===== src/common/midi_pkg.sv =====
package midi_pkg;

    // ------------------------------
    // vector types
    // ------------------------------

    // one byte as it comes off the serial line
    typedef logic [7:0]  midi_byte_t;
    // a data byte with the msb stripped
    typedef logic [6:0]  midi_data_t;
    typedef logic [3:0]  midi_channel_t;
    // bits 6..4 of a status byte
    typedef logic [2:0]  midi_cmd_t;
    // bit n enables channel n
    typedef logic [15:0] chan_mask_t;
    typedef logic [15:0] reg_word_t;
    typedef logic [1:0]  cfg_addr_t;

    // ------------------------------
    // channel-voice commands
    // ------------------------------
    localparam midi_cmd_t CMD_NOTE_OFF      = 3'd0;
    localparam midi_cmd_t CMD_NOTE_ON       = 3'd1;
    localparam midi_cmd_t CMD_POLY_PRESSURE = 3'd2;
    localparam midi_cmd_t CMD_CONTROL       = 3'd3;
    localparam midi_cmd_t CMD_PROGRAM       = 3'd4;
    localparam midi_cmd_t CMD_CHAN_PRESSURE = 3'd5;
    localparam midi_cmd_t CMD_PITCH_BEND    = 3'd6;
    // 0xF0..0xFF, never forms a channel message
    localparam midi_cmd_t CMD_SYSTEM        = 3'd7;

    // ------------------------------
    // register map
    // ------------------------------
    localparam cfg_addr_t REG_CHAN_MASK       = 2'd0;
    localparam cfg_addr_t REG_MSG_COUNT       = 2'd1;
    localparam cfg_addr_t REG_DROP_COUNT      = 2'd2;
    localparam cfg_addr_t REG_FRAME_ERR_COUNT = 2'd3;

endpackage


===== src/uart/midi_uart_rx.sv =====
`timescale 1ns/1ns

module midi_uart_rx #(
    parameter int CLKS_PER_BIT = 1600
) (
    input  logic                 clk,
    input  logic                 reset,
    input  logic                 rx,
    output logic                 byte_valid,
    output midi_pkg::midi_byte_t byte_data,
    output logic                 framing_error
);
    import midi_pkg::*;

    localparam int CNT_W     = $clog2(CLKS_PER_BIT);
    localparam int HALF_BIT  = CLKS_PER_BIT / 2;

    typedef enum logic [1:0] {
        ST_IDLE,
        ST_START,
        ST_DATA,
        ST_STOP
    } rx_state_t;

    rx_state_t        state;
    logic             rx_meta;
    logic             rx_sync;
    logic             rx_prev;
    logic [CNT_W-1:0] clk_cnt;
    logic [2:0]       bit_idx;
    midi_byte_t       shift_reg;

    // ------------------------------
    // input synchronizer
    // ------------------------------
    // line idles high, so the flops come out of reset high
    always_ff @(posedge clk or posedge reset) begin
        if (reset) begin
            rx_meta <= 1'b1;
            rx_sync <= 1'b1;
            rx_prev <= 1'b1;
        end else begin
            rx_meta <= rx;
            rx_sync <= rx_meta;
            rx_prev <= rx_sync;
        end
    end

    // ------------------------------
    // bit timing and framing
    // ------------------------------
    always_ff @(posedge clk or posedge reset) begin
        if (reset) begin
            state         <= ST_IDLE;
            clk_cnt       <= '0;
            bit_idx       <= '0;
            byte_valid    <= 1'b0;
            framing_error <= 1'b0;
        end else begin
            byte_valid    <= 1'b0;
            framing_error <= 1'b0;
            case (state)
                ST_IDLE: begin
                    clk_cnt <= '0;
                    // falling edge only, a line held low after a bad stop bit is not a start
                    if (rx_prev && !rx_sync) begin
                        state <= ST_START;
                    end
                end
                ST_START: begin
                    if (clk_cnt == CNT_W'(HALF_BIT - 1)) begin
                        clk_cnt <= '0;
                        bit_idx <= '0;
                        // glitch filter, start bit must still be low at its middle
                        state   <= rx_sync ? ST_IDLE : ST_DATA;
                    end else begin
                        clk_cnt <= clk_cnt + 1'b1;
                    end
                end
                ST_DATA: begin
                    if (clk_cnt == CNT_W'(CLKS_PER_BIT - 1)) begin
                        clk_cnt <= '0;
                        bit_idx <= bit_idx + 1'b1;
                        if (bit_idx == 3'd7) begin
                            state <= ST_STOP;
                        end
                    end else begin
                        clk_cnt <= clk_cnt + 1'b1;
                    end
                end
                ST_STOP: begin
                    if (clk_cnt == CNT_W'(CLKS_PER_BIT - 1)) begin
                        clk_cnt       <= '0;
                        state         <= ST_IDLE;
                        byte_valid    <= rx_sync;
                        framing_error <= !rx_sync;
                    end else begin
                        clk_cnt <= clk_cnt + 1'b1;
                    end
                end
                default: begin
                    state <= ST_IDLE;
                end
            endcase
        end
    end

    // lsb arrives first
    always_ff @(posedge clk) begin
        if (state == ST_DATA && clk_cnt == CNT_W'(CLKS_PER_BIT - 1)) begin
            shift_reg <= {rx_sync, shift_reg[7:1]};
        end
    end

    // held until the next good byte
    always_ff @(posedge clk) begin
        if (state == ST_STOP && clk_cnt == CNT_W'(CLKS_PER_BIT - 1) && rx_sync) begin
            byte_data <= shift_reg;
        end
    end

    // a frame ends in exactly one of the two outcomes
    a_one_outcome: assert property (
        @(posedge clk) disable iff (reset) !(byte_valid && framing_error)
    );

endmodule


===== src/design/midi_decoder.sv =====
`timescale 1ns/1ns

module midi_decoder (
    input  logic                    clk,
    input  logic                    reset,
    input  logic                    byte_valid,
    input  midi_pkg::midi_byte_t    byte_data,
    input  midi_pkg::chan_mask_t    chan_mask,
    output logic                    msg_valid,
    output logic                    msg_accepted,
    output logic                    msg_dropped,
    output midi_pkg::midi_cmd_t     msg_cmd,
    output midi_pkg::midi_channel_t msg_channel,
    output midi_pkg::midi_data_t    msg_data0,
    output midi_pkg::midi_data_t    msg_data1
);
    import midi_pkg::*;

    typedef enum logic [1:0] {
        ST_WAIT_STATUS,
        ST_WAIT_DATA0,
        ST_WAIT_DATA1
    } dec_state_t;

    dec_state_t    state;
    midi_cmd_t     cur_cmd;
    midi_channel_t cur_channel;
    midi_data_t    pend_data0;

    logic is_data;
    logic is_chan_status;
    logic is_sys_common;
    logic one_data_byte;
    logic completes;
    logic chan_enabled;

    // ------------------------------
    // byte classification
    // ------------------------------
    assign is_data        = byte_valid && !byte_data[7];
    assign is_chan_status = byte_valid && byte_data[7] && (byte_data[6:4] != CMD_SYSTEM);
    // 0xF0..0xF7, real-time 0xF8..0xFF falls through untouched
    assign is_sys_common  = byte_valid && (byte_data[7:3] == 5'b11110);

    assign one_data_byte  = (cur_cmd == CMD_PROGRAM) || (cur_cmd == CMD_CHAN_PRESSURE);

    // last data byte of the message currently being built
    assign completes = is_data
                    && ((state == ST_WAIT_DATA1)
                    || (state == ST_WAIT_DATA0 && one_data_byte));

    assign chan_enabled = chan_mask[cur_channel];

    // ------------------------------
    // message assembly FSM
    // ------------------------------
    always_ff @(posedge clk or posedge reset) begin
        if (reset) begin
            state <= ST_WAIT_STATUS;
        end else if (is_chan_status) begin
            // restarts even when a message is half built
            state <= ST_WAIT_DATA0;
        end else if (is_sys_common) begin
            state <= ST_WAIT_STATUS;
        end else if (is_data) begin
            case (state)
                ST_WAIT_DATA0: state <= one_data_byte ? ST_WAIT_STATUS : ST_WAIT_DATA1;
                ST_WAIT_DATA1: state <= ST_WAIT_STATUS;
                // stray data byte
                default:       state <= ST_WAIT_STATUS;
            endcase
        end
    end

    always_ff @(posedge clk) begin
        if (is_chan_status) begin
            cur_cmd     <= midi_cmd_t'(byte_data[6:4]);
            cur_channel <= midi_channel_t'(byte_data[3:0]);
        end
        if (is_data && state == ST_WAIT_DATA0) begin
            pend_data0 <= midi_data_t'(byte_data[6:0]);
        end
    end

    // ------------------------------
    // emit, filtered by the channel mask
    // ------------------------------
    always_ff @(posedge clk or posedge reset) begin
        if (reset) begin
            msg_valid    <= 1'b0;
            msg_accepted <= 1'b0;
            msg_dropped  <= 1'b0;
        end else begin
            msg_valid    <= completes && chan_enabled;
            msg_accepted <= completes && chan_enabled;
            msg_dropped  <= completes && !chan_enabled;
        end
    end

    // fields only move for messages that are actually presented
    always_ff @(posedge clk) begin
        if (completes && chan_enabled) begin
            msg_cmd     <= cur_cmd;
            msg_channel <= cur_channel;
            if (state == ST_WAIT_DATA0) begin
                msg_data0 <= midi_data_t'(byte_data[6:0]);
                msg_data1 <= '0;
            end else begin
                msg_data0 <= pend_data0;
                msg_data1 <= midi_data_t'(byte_data[6:0]);
            end
        end
    end

    // a message needs at least a status and one data byte, so pulses never touch
    a_valid_single: assert property (
        @(posedge clk) disable iff (reset) msg_valid |=> !msg_valid
    );

    // mask from the register block, as it was on the completing byte
    a_valid_masked: assert property (
        @(posedge clk) disable iff (reset)
        msg_valid |-> ((($past(chan_mask) >> msg_channel) & chan_mask_t'(1)) != '0)
    );

endmodule


===== src/design/midi_config_regs.sv =====
`timescale 1ns/1ns

module midi_config_regs (
    input  logic                 clk,
    input  logic                 reset,
    input  logic                 cfg_write,
    input  midi_pkg::cfg_addr_t  cfg_addr,
    input  midi_pkg::reg_word_t  cfg_wdata,
    input  logic                 msg_accepted,
    input  logic                 msg_dropped,
    input  logic                 framing_error,
    output midi_pkg::reg_word_t  cfg_rdata,
    output midi_pkg::chan_mask_t chan_mask
);
    import midi_pkg::*;

    // indexed by register address, slot 0 is the mask and has no counter
    reg_word_t  counters [REG_MSG_COUNT:REG_FRAME_ERR_COUNT];
    logic [3:1] count_evt;

    assign count_evt[REG_MSG_COUNT]       = msg_accepted;
    assign count_evt[REG_DROP_COUNT]      = msg_dropped;
    assign count_evt[REG_FRAME_ERR_COUNT] = framing_error;

    // ------------------------------
    // channel mask
    // ------------------------------
    always_ff @(posedge clk or posedge reset) begin
        if (reset) begin
            chan_mask <= '1;
        end else if (cfg_write && cfg_addr == REG_CHAN_MASK) begin
            chan_mask <= chan_mask_t'(cfg_wdata);
        end
    end

    // ------------------------------
    // event counters
    // ------------------------------
    // any write clears, data ignored; clear beats a same-cycle event
    always_ff @(posedge clk or posedge reset) begin
        if (reset) begin
            for (int i = REG_MSG_COUNT; i <= REG_FRAME_ERR_COUNT; i++) begin
                counters[i] <= '0;
            end
        end else begin
            for (int i = REG_MSG_COUNT; i <= REG_FRAME_ERR_COUNT; i++) begin
                if (cfg_write && cfg_addr == cfg_addr_t'(i)) begin
                    counters[i] <= '0;
                end else if (count_evt[i]) begin
                    // wraps at 16 bits
                    counters[i] <= counters[i] + 1'b1;
                end
            end
        end
    end

    // ------------------------------
    // read mux
    // ------------------------------
    always_comb begin
        if (cfg_addr == REG_CHAN_MASK) begin
            cfg_rdata = reg_word_t'(chan_mask);
        end else begin
            cfg_rdata = counters[cfg_addr];
        end
    end

endmodule


===== src/design/midi_in_top.sv =====
`timescale 1ns/1ns

module midi_in_top #(
    parameter int CLKS_PER_BIT = 1600
) (
    input  logic                    clk,
    input  logic                    reset,
    input  logic                    midi_rx,
    input  logic                    cfg_write,
    input  midi_pkg::cfg_addr_t     cfg_addr,
    input  midi_pkg::reg_word_t     cfg_wdata,
    output midi_pkg::reg_word_t     cfg_rdata,
    output logic                    msg_valid,
    output midi_pkg::midi_cmd_t     msg_cmd,
    output midi_pkg::midi_channel_t msg_channel,
    output midi_pkg::midi_data_t    msg_data0,
    output midi_pkg::midi_data_t    msg_data1
);
    import midi_pkg::*;

    // receiver to decoder
    logic       byte_valid;
    midi_byte_t byte_data;
    logic       framing_error;

    // decoder and register block
    logic       msg_accepted;
    logic       msg_dropped;
    chan_mask_t chan_mask;

    midi_uart_rx #(
        .CLKS_PER_BIT (CLKS_PER_BIT)
    ) u_uart_rx (
        .clk           (clk),
        .reset         (reset),
        .rx            (midi_rx),
        .byte_valid    (byte_valid),
        .byte_data     (byte_data),
        .framing_error (framing_error)
    );

    midi_decoder u_decoder (
        .clk          (clk),
        .reset        (reset),
        .byte_valid   (byte_valid),
        .byte_data    (byte_data),
        .chan_mask    (chan_mask),
        .msg_valid    (msg_valid),
        .msg_accepted (msg_accepted),
        .msg_dropped  (msg_dropped),
        .msg_cmd      (msg_cmd),
        .msg_channel  (msg_channel),
        .msg_data0    (msg_data0),
        .msg_data1    (msg_data1)
    );

    midi_config_regs u_config_regs (
        .clk           (clk),
        .reset         (reset),
        .cfg_write     (cfg_write),
        .cfg_addr      (cfg_addr),
        .cfg_wdata     (cfg_wdata),
        .msg_accepted  (msg_accepted),
        .msg_dropped   (msg_dropped),
        .framing_error (framing_error),
        .cfg_rdata     (cfg_rdata),
        .chan_mask     (chan_mask)
    );

endmodule


===== config.mk =====
export PLATFORM = sky130hd
export DESIGN_NAME = midi_in_top
export DESIGN_NICKNAME = d
export VERILOG_FILES = /design/src/common/midi_pkg.sv /design/src/uart/midi_uart_rx.sv /design/src/design/midi_decoder.sv /design/src/design/midi_config_regs.sv /design/src/design/midi_in_top.sv
export SDC_FILE = /design/constraint.sdc
export NUM_CORES = 1
export LEC_CHECK = 0
export BUFFER_PORTS_ARGS = -buffer_cell sky130_fd_sc_hd__buf_4
export CAP_MARGIN = 20
export CORE_UTILIZATION = 30
export DETAILED_ROUTE_END_ITERATION = 10
export MAX_ROUTING_LAYER = met4
export SLEW_MARGIN = 10
export SYNTH_ARGS = -nofsm -noshare
export SYNTH_HDL_FRONTEND = slang
export SYNTH_HIERARCHICAL = 1
export SYNTH_SLANG_ARGS = --single-unit

===== constraint.sdc =====
create_clock -name clk -period 3.8 [get_ports clk]
set_input_delay 0.19 -clock clk [delete_from_list [all_inputs] [get_ports clk]]
set_output_delay 0.19 -clock clk [all_outputs]
set_load 0.02 [all_outputs]

==> qor.yml <==
synth_nets: 508
hp-class: "in2reg"
p_sw_share_pct: 25.5
finalHoldViolations: 0
power_frac_clock_pct: 44.3
clockRootBuffer: "clkbuf_16"
multi_input_area_mm2: 0.00251
largest_reg_flops: 48
synthAdderAreaFrac_pct: 1.17
finalClockSkew_ns: 0.00783
cts_buffers: 17
grt_max_degree: 39
post-dp-hpwl_um: 10200
async_flop_share_pct: 63.6
clock_latency_ns: 0.42
drive_above_1_share_pct: 32.9
critPathLaunch: "u_uart_rx/clk_cnt[0]$_DFF_PP0_"
cts.sinks: 140
fin_setup_tns_ns: 0
grt_pass1_wl_um: 22500
timing.final.crit_share_pct: 63.0
cp-start-kind: "flip-flop"
stdcell_area_mm2: 0.00777
start_util_pct: 30.6
dieWidth_um: 149
status: "finished clean"
clockBufferDepth: 2
synth_top_family_by_area: "simple AND/OR/NAND/NOR gates"
ys_ff_latch: 140
r2r_setup_slack_ns: 1.41
antenna_found_initial: 0
fillers: 1989
core_area_mm2: 0.0210
yosysSeqAreaShare_pct: 58.7
p_leak_nw: 3.10
h-tree-depth: 4
via_per_inst: 4.87
pwr-share-comb_pct: 7.9
clock.fmax_mhz: 418
power_density_mw_per_mm2: 460
cts_tree: "done"
worstSetupEndpoint: "u_uart_rx/bit_idx[0]$_DFFE_PP0P_"
synthCells: 480
largestRegisters: "u_config_regs/counters x48, u_config_regs/chan_mask x16, u_uart_rx/clk_cnt x11"
dr.first_iter.drc_count: 244
post-route-min-period_ns: 2.39
p_seq_share_pct: 47.8
critPathArrivalTime_ns: 2.70
diodes: 0
yosys.area_share.simple_pct: 16.6
crit_required_ns: 4.11
fin_cells: 835
rows: 53
synth-compound-area-share_pct: 2.76
ys_types: 55
irDropWorstVdd_v: 0.000250
io_pins: 60
gr-total-overflow: 0
synth-main-ff-cell: "dfrtp_1"
critPathKind: "reg2reg"
critPathCaptureType: "flip-flop"
area_growth_syn_to_layout_pct: 20.6
remaining_drc_errors: 0
vias: 4069
postRouteAntennaNets: 0
cap_violations: 0
report.final.slew_viol_count: 0
grt_use_total_pct: 13.9
worst_r2r_startpoint: "u_uart_rx/clk_cnt[0]$_DFF_PP0_"
placed_cell_area_mm2: 0.00714
drt_wl_total_um: 13900
crit_fanout: 9
post_synth_mux_area_share_pct: 12.2
ff_latch_area_mm2: 0.00378
avgSynthCellArea_um2: 13.4
grt_pass1_vias: 4094
die_y_um: 149
yosysWarningCount: 6
dieArea_mm2: 0.0221
place.gp.congestion: 0.820
r2r_cells: 5
routedWlPerCell_um: 16.7
slew_headroom_pct: 33.3
portBuffers: 59
max_slew.worst_pin.slew_ns: 0.996
internal_power_w: 0.00267
setup_viol: 0
synth_edf_count: 51
clk_pin_slew_worst_paths_ns: 0.06
cts_hold_buf: 7
synth_xor_area_share_pct: 6.12
firstDrtPassIters: 4
netlist_area_mm2: 0.00644
largest_register: "u_config_regs/counters"
rsz0062_at_grt: "no"
r2r_end: "u_uart_rx/bit_idx[0]$_DFFE_PP0P_"
dp.cells: 796
hold-worst-slack_ns: 0.0192
cts_resized: 0
post_cts_buffers: 0
nNetsFinal: 575
p_switching_w: 0.000911
## metal layers
metal	vias up	wire length, µm	track usage, %
met2	105	6360	19.6
met4	0	280	5.10
met3	19	829	4.14
met5	-	0	-
met1	2051	6440	18.8
li1	1894	-	-
## worst max-delay path, cell delays in order (launching register included)
cell and delay (ns):
dfrtp_1 0.40, ha_1 0.24, nand4_1 0.27, nor4_2 0.87, nor2_1 0.19, mux2_2 0.31
## how the worst min path moves through the flow
stage / end / start / slack [ns] / cells after the start
finish: u_config_regs/chan_mask[7]$_DFFE_PP1P_ / cfg_wdata[7] / 0.02 / 2
global placement: u_decoder/msg_accepted$_DFF_PP0_ / reset / 0.14 / 2
global route: u_config_regs/chan_mask[10]$_DFFE_PP1P_ / cfg_wdata[10] / 0.004 / 2
floorplan: u_decoder/msg_accepted$_DFF_PP0_ / reset / -0.04 / 1
CTS: u_config_regs/chan_mask[10]$_DFFE_PP1P_ / cfg_wdata[10] / 0.002 / 2
detailed placement: u_decoder/msg_accepted$_DFF_PP0_ / reset / 0.15 / 2
## layout make-up
| type | instances | share of cell area, % |
|---|---|---|
| repair buffers | 69 | 6.89 |
| multi-input cells | 309 | 32.3 |
| clock inverters | 14 | 1.59 |
| well taps | 275 | 4.43 |
| flip-flops and latches | 140 | 48.7 |
| clock buffers | 18 | 5.65 |
| inverters | 10 | 0.483 |
## synthesized netlist by cell type, types with 2 or more instances
master    number  share of area (%)
nand2_1       21                1.2
edfxtp_1      51                 24
and2_1         9               0.87
nor4_2         4               0.78
a21oi_1        8               0.62
mux2_2        24                4.2
and3_1         4               0.39
xnor2_1       25                3.4
nor2_1        48                2.8
nor4_1         7               0.68
mux2i_1        3               0.47
and4_1         5               0.68
nand4_1       19                1.8
buf_2          9               0.70
mux4_2        17                5.9
mux4_1         4                1.6
or2_2          2               0.19
inv_1         10               0.58
clkbuf_1       5               0.29
xor2_1        20                2.7
or3_1          7               0.68
nor2_2        10               0.97
nor3_1        12               0.93
buf_4          6               0.70
nand2b_1       6               0.58
a22o_1         3               0.41
dfstp_2       19                7.8
nand4_2        3               0.58
ha_1           6                1.2
nand3_1       13                1.0
dfrtp_1       70                 27
o21ai_0        7               0.54
## through the flow
step	power (W)	setup WS [ns]	utilization, %
CTS	0.00361	1.34	37.0
global placement	0.00201	1.54	33.9
floorplan	0.00192	0.686	-
detailed placement	0.00202	1.38	33.9
global route	0.00370	1.16	37.0
finish	0.00358	1.41	37.0
## layout by cell type (no fill, tap or decap), types with 2 or more instances in the layout
cell,count
mux4_1,4
inv_1,9
clkbuf_16,17
or3_1,7
inv_6,7
nor4_2,4
edfxtp_1,51
ha_1,6
and2_1,9
dfrtp_1,70
a21oi_1,8
dlygate4sd3_1,7
nor2_1,48
nand4_1,19
nor2_2,10
nor4_1,7
nand2_1,21
dfstp_2,19
xor2_1,20
mux2_2,24
and3_1,4
a22o_1,3
and4_1,5
nor3_1,12
xnor2_1,25
nand4_2,3
mux4_2,17
or2_2,2
nand2b_1,6
clkinvlp_4,2
mux2i_1,3
buf_4,62
nand3_1,13
inv_8,3
o21ai_0,7
## logic make-up (layout without fill, tap and decap cells)
| logic type | count (synthesis) | after routing |
|---|---|---|
| AOI/OAI and AO/OA | 27 | 27 |
| xor gates and xnor gates | 45 | 45 |
| adders and majority gates | 6 | 6 |
| buffers and inverters | 31 | 111 |
| DFF | 140 | 140 |
| muxes | 48 | 48 |
| and+or+nand+nor | 183 | 183 |
## power groups by stage
stage | Sequential, W | Clock (W) | Combinational, W
after global placement | 0.00174 | 0 | 0.000274
after CTS | 0.00171 | 0.00161 | 0.000287
final | 0.00171 | 0.00158 | 0.000282
after global routing | 0.00172 | 0.00167 | 0.000307
after detailed placement | 0.00174 | 0 | 0.000280
after floorplan | 0.00171 | 0 | 0.000209
Note: power is estimated with default switching activity, not from simulation.
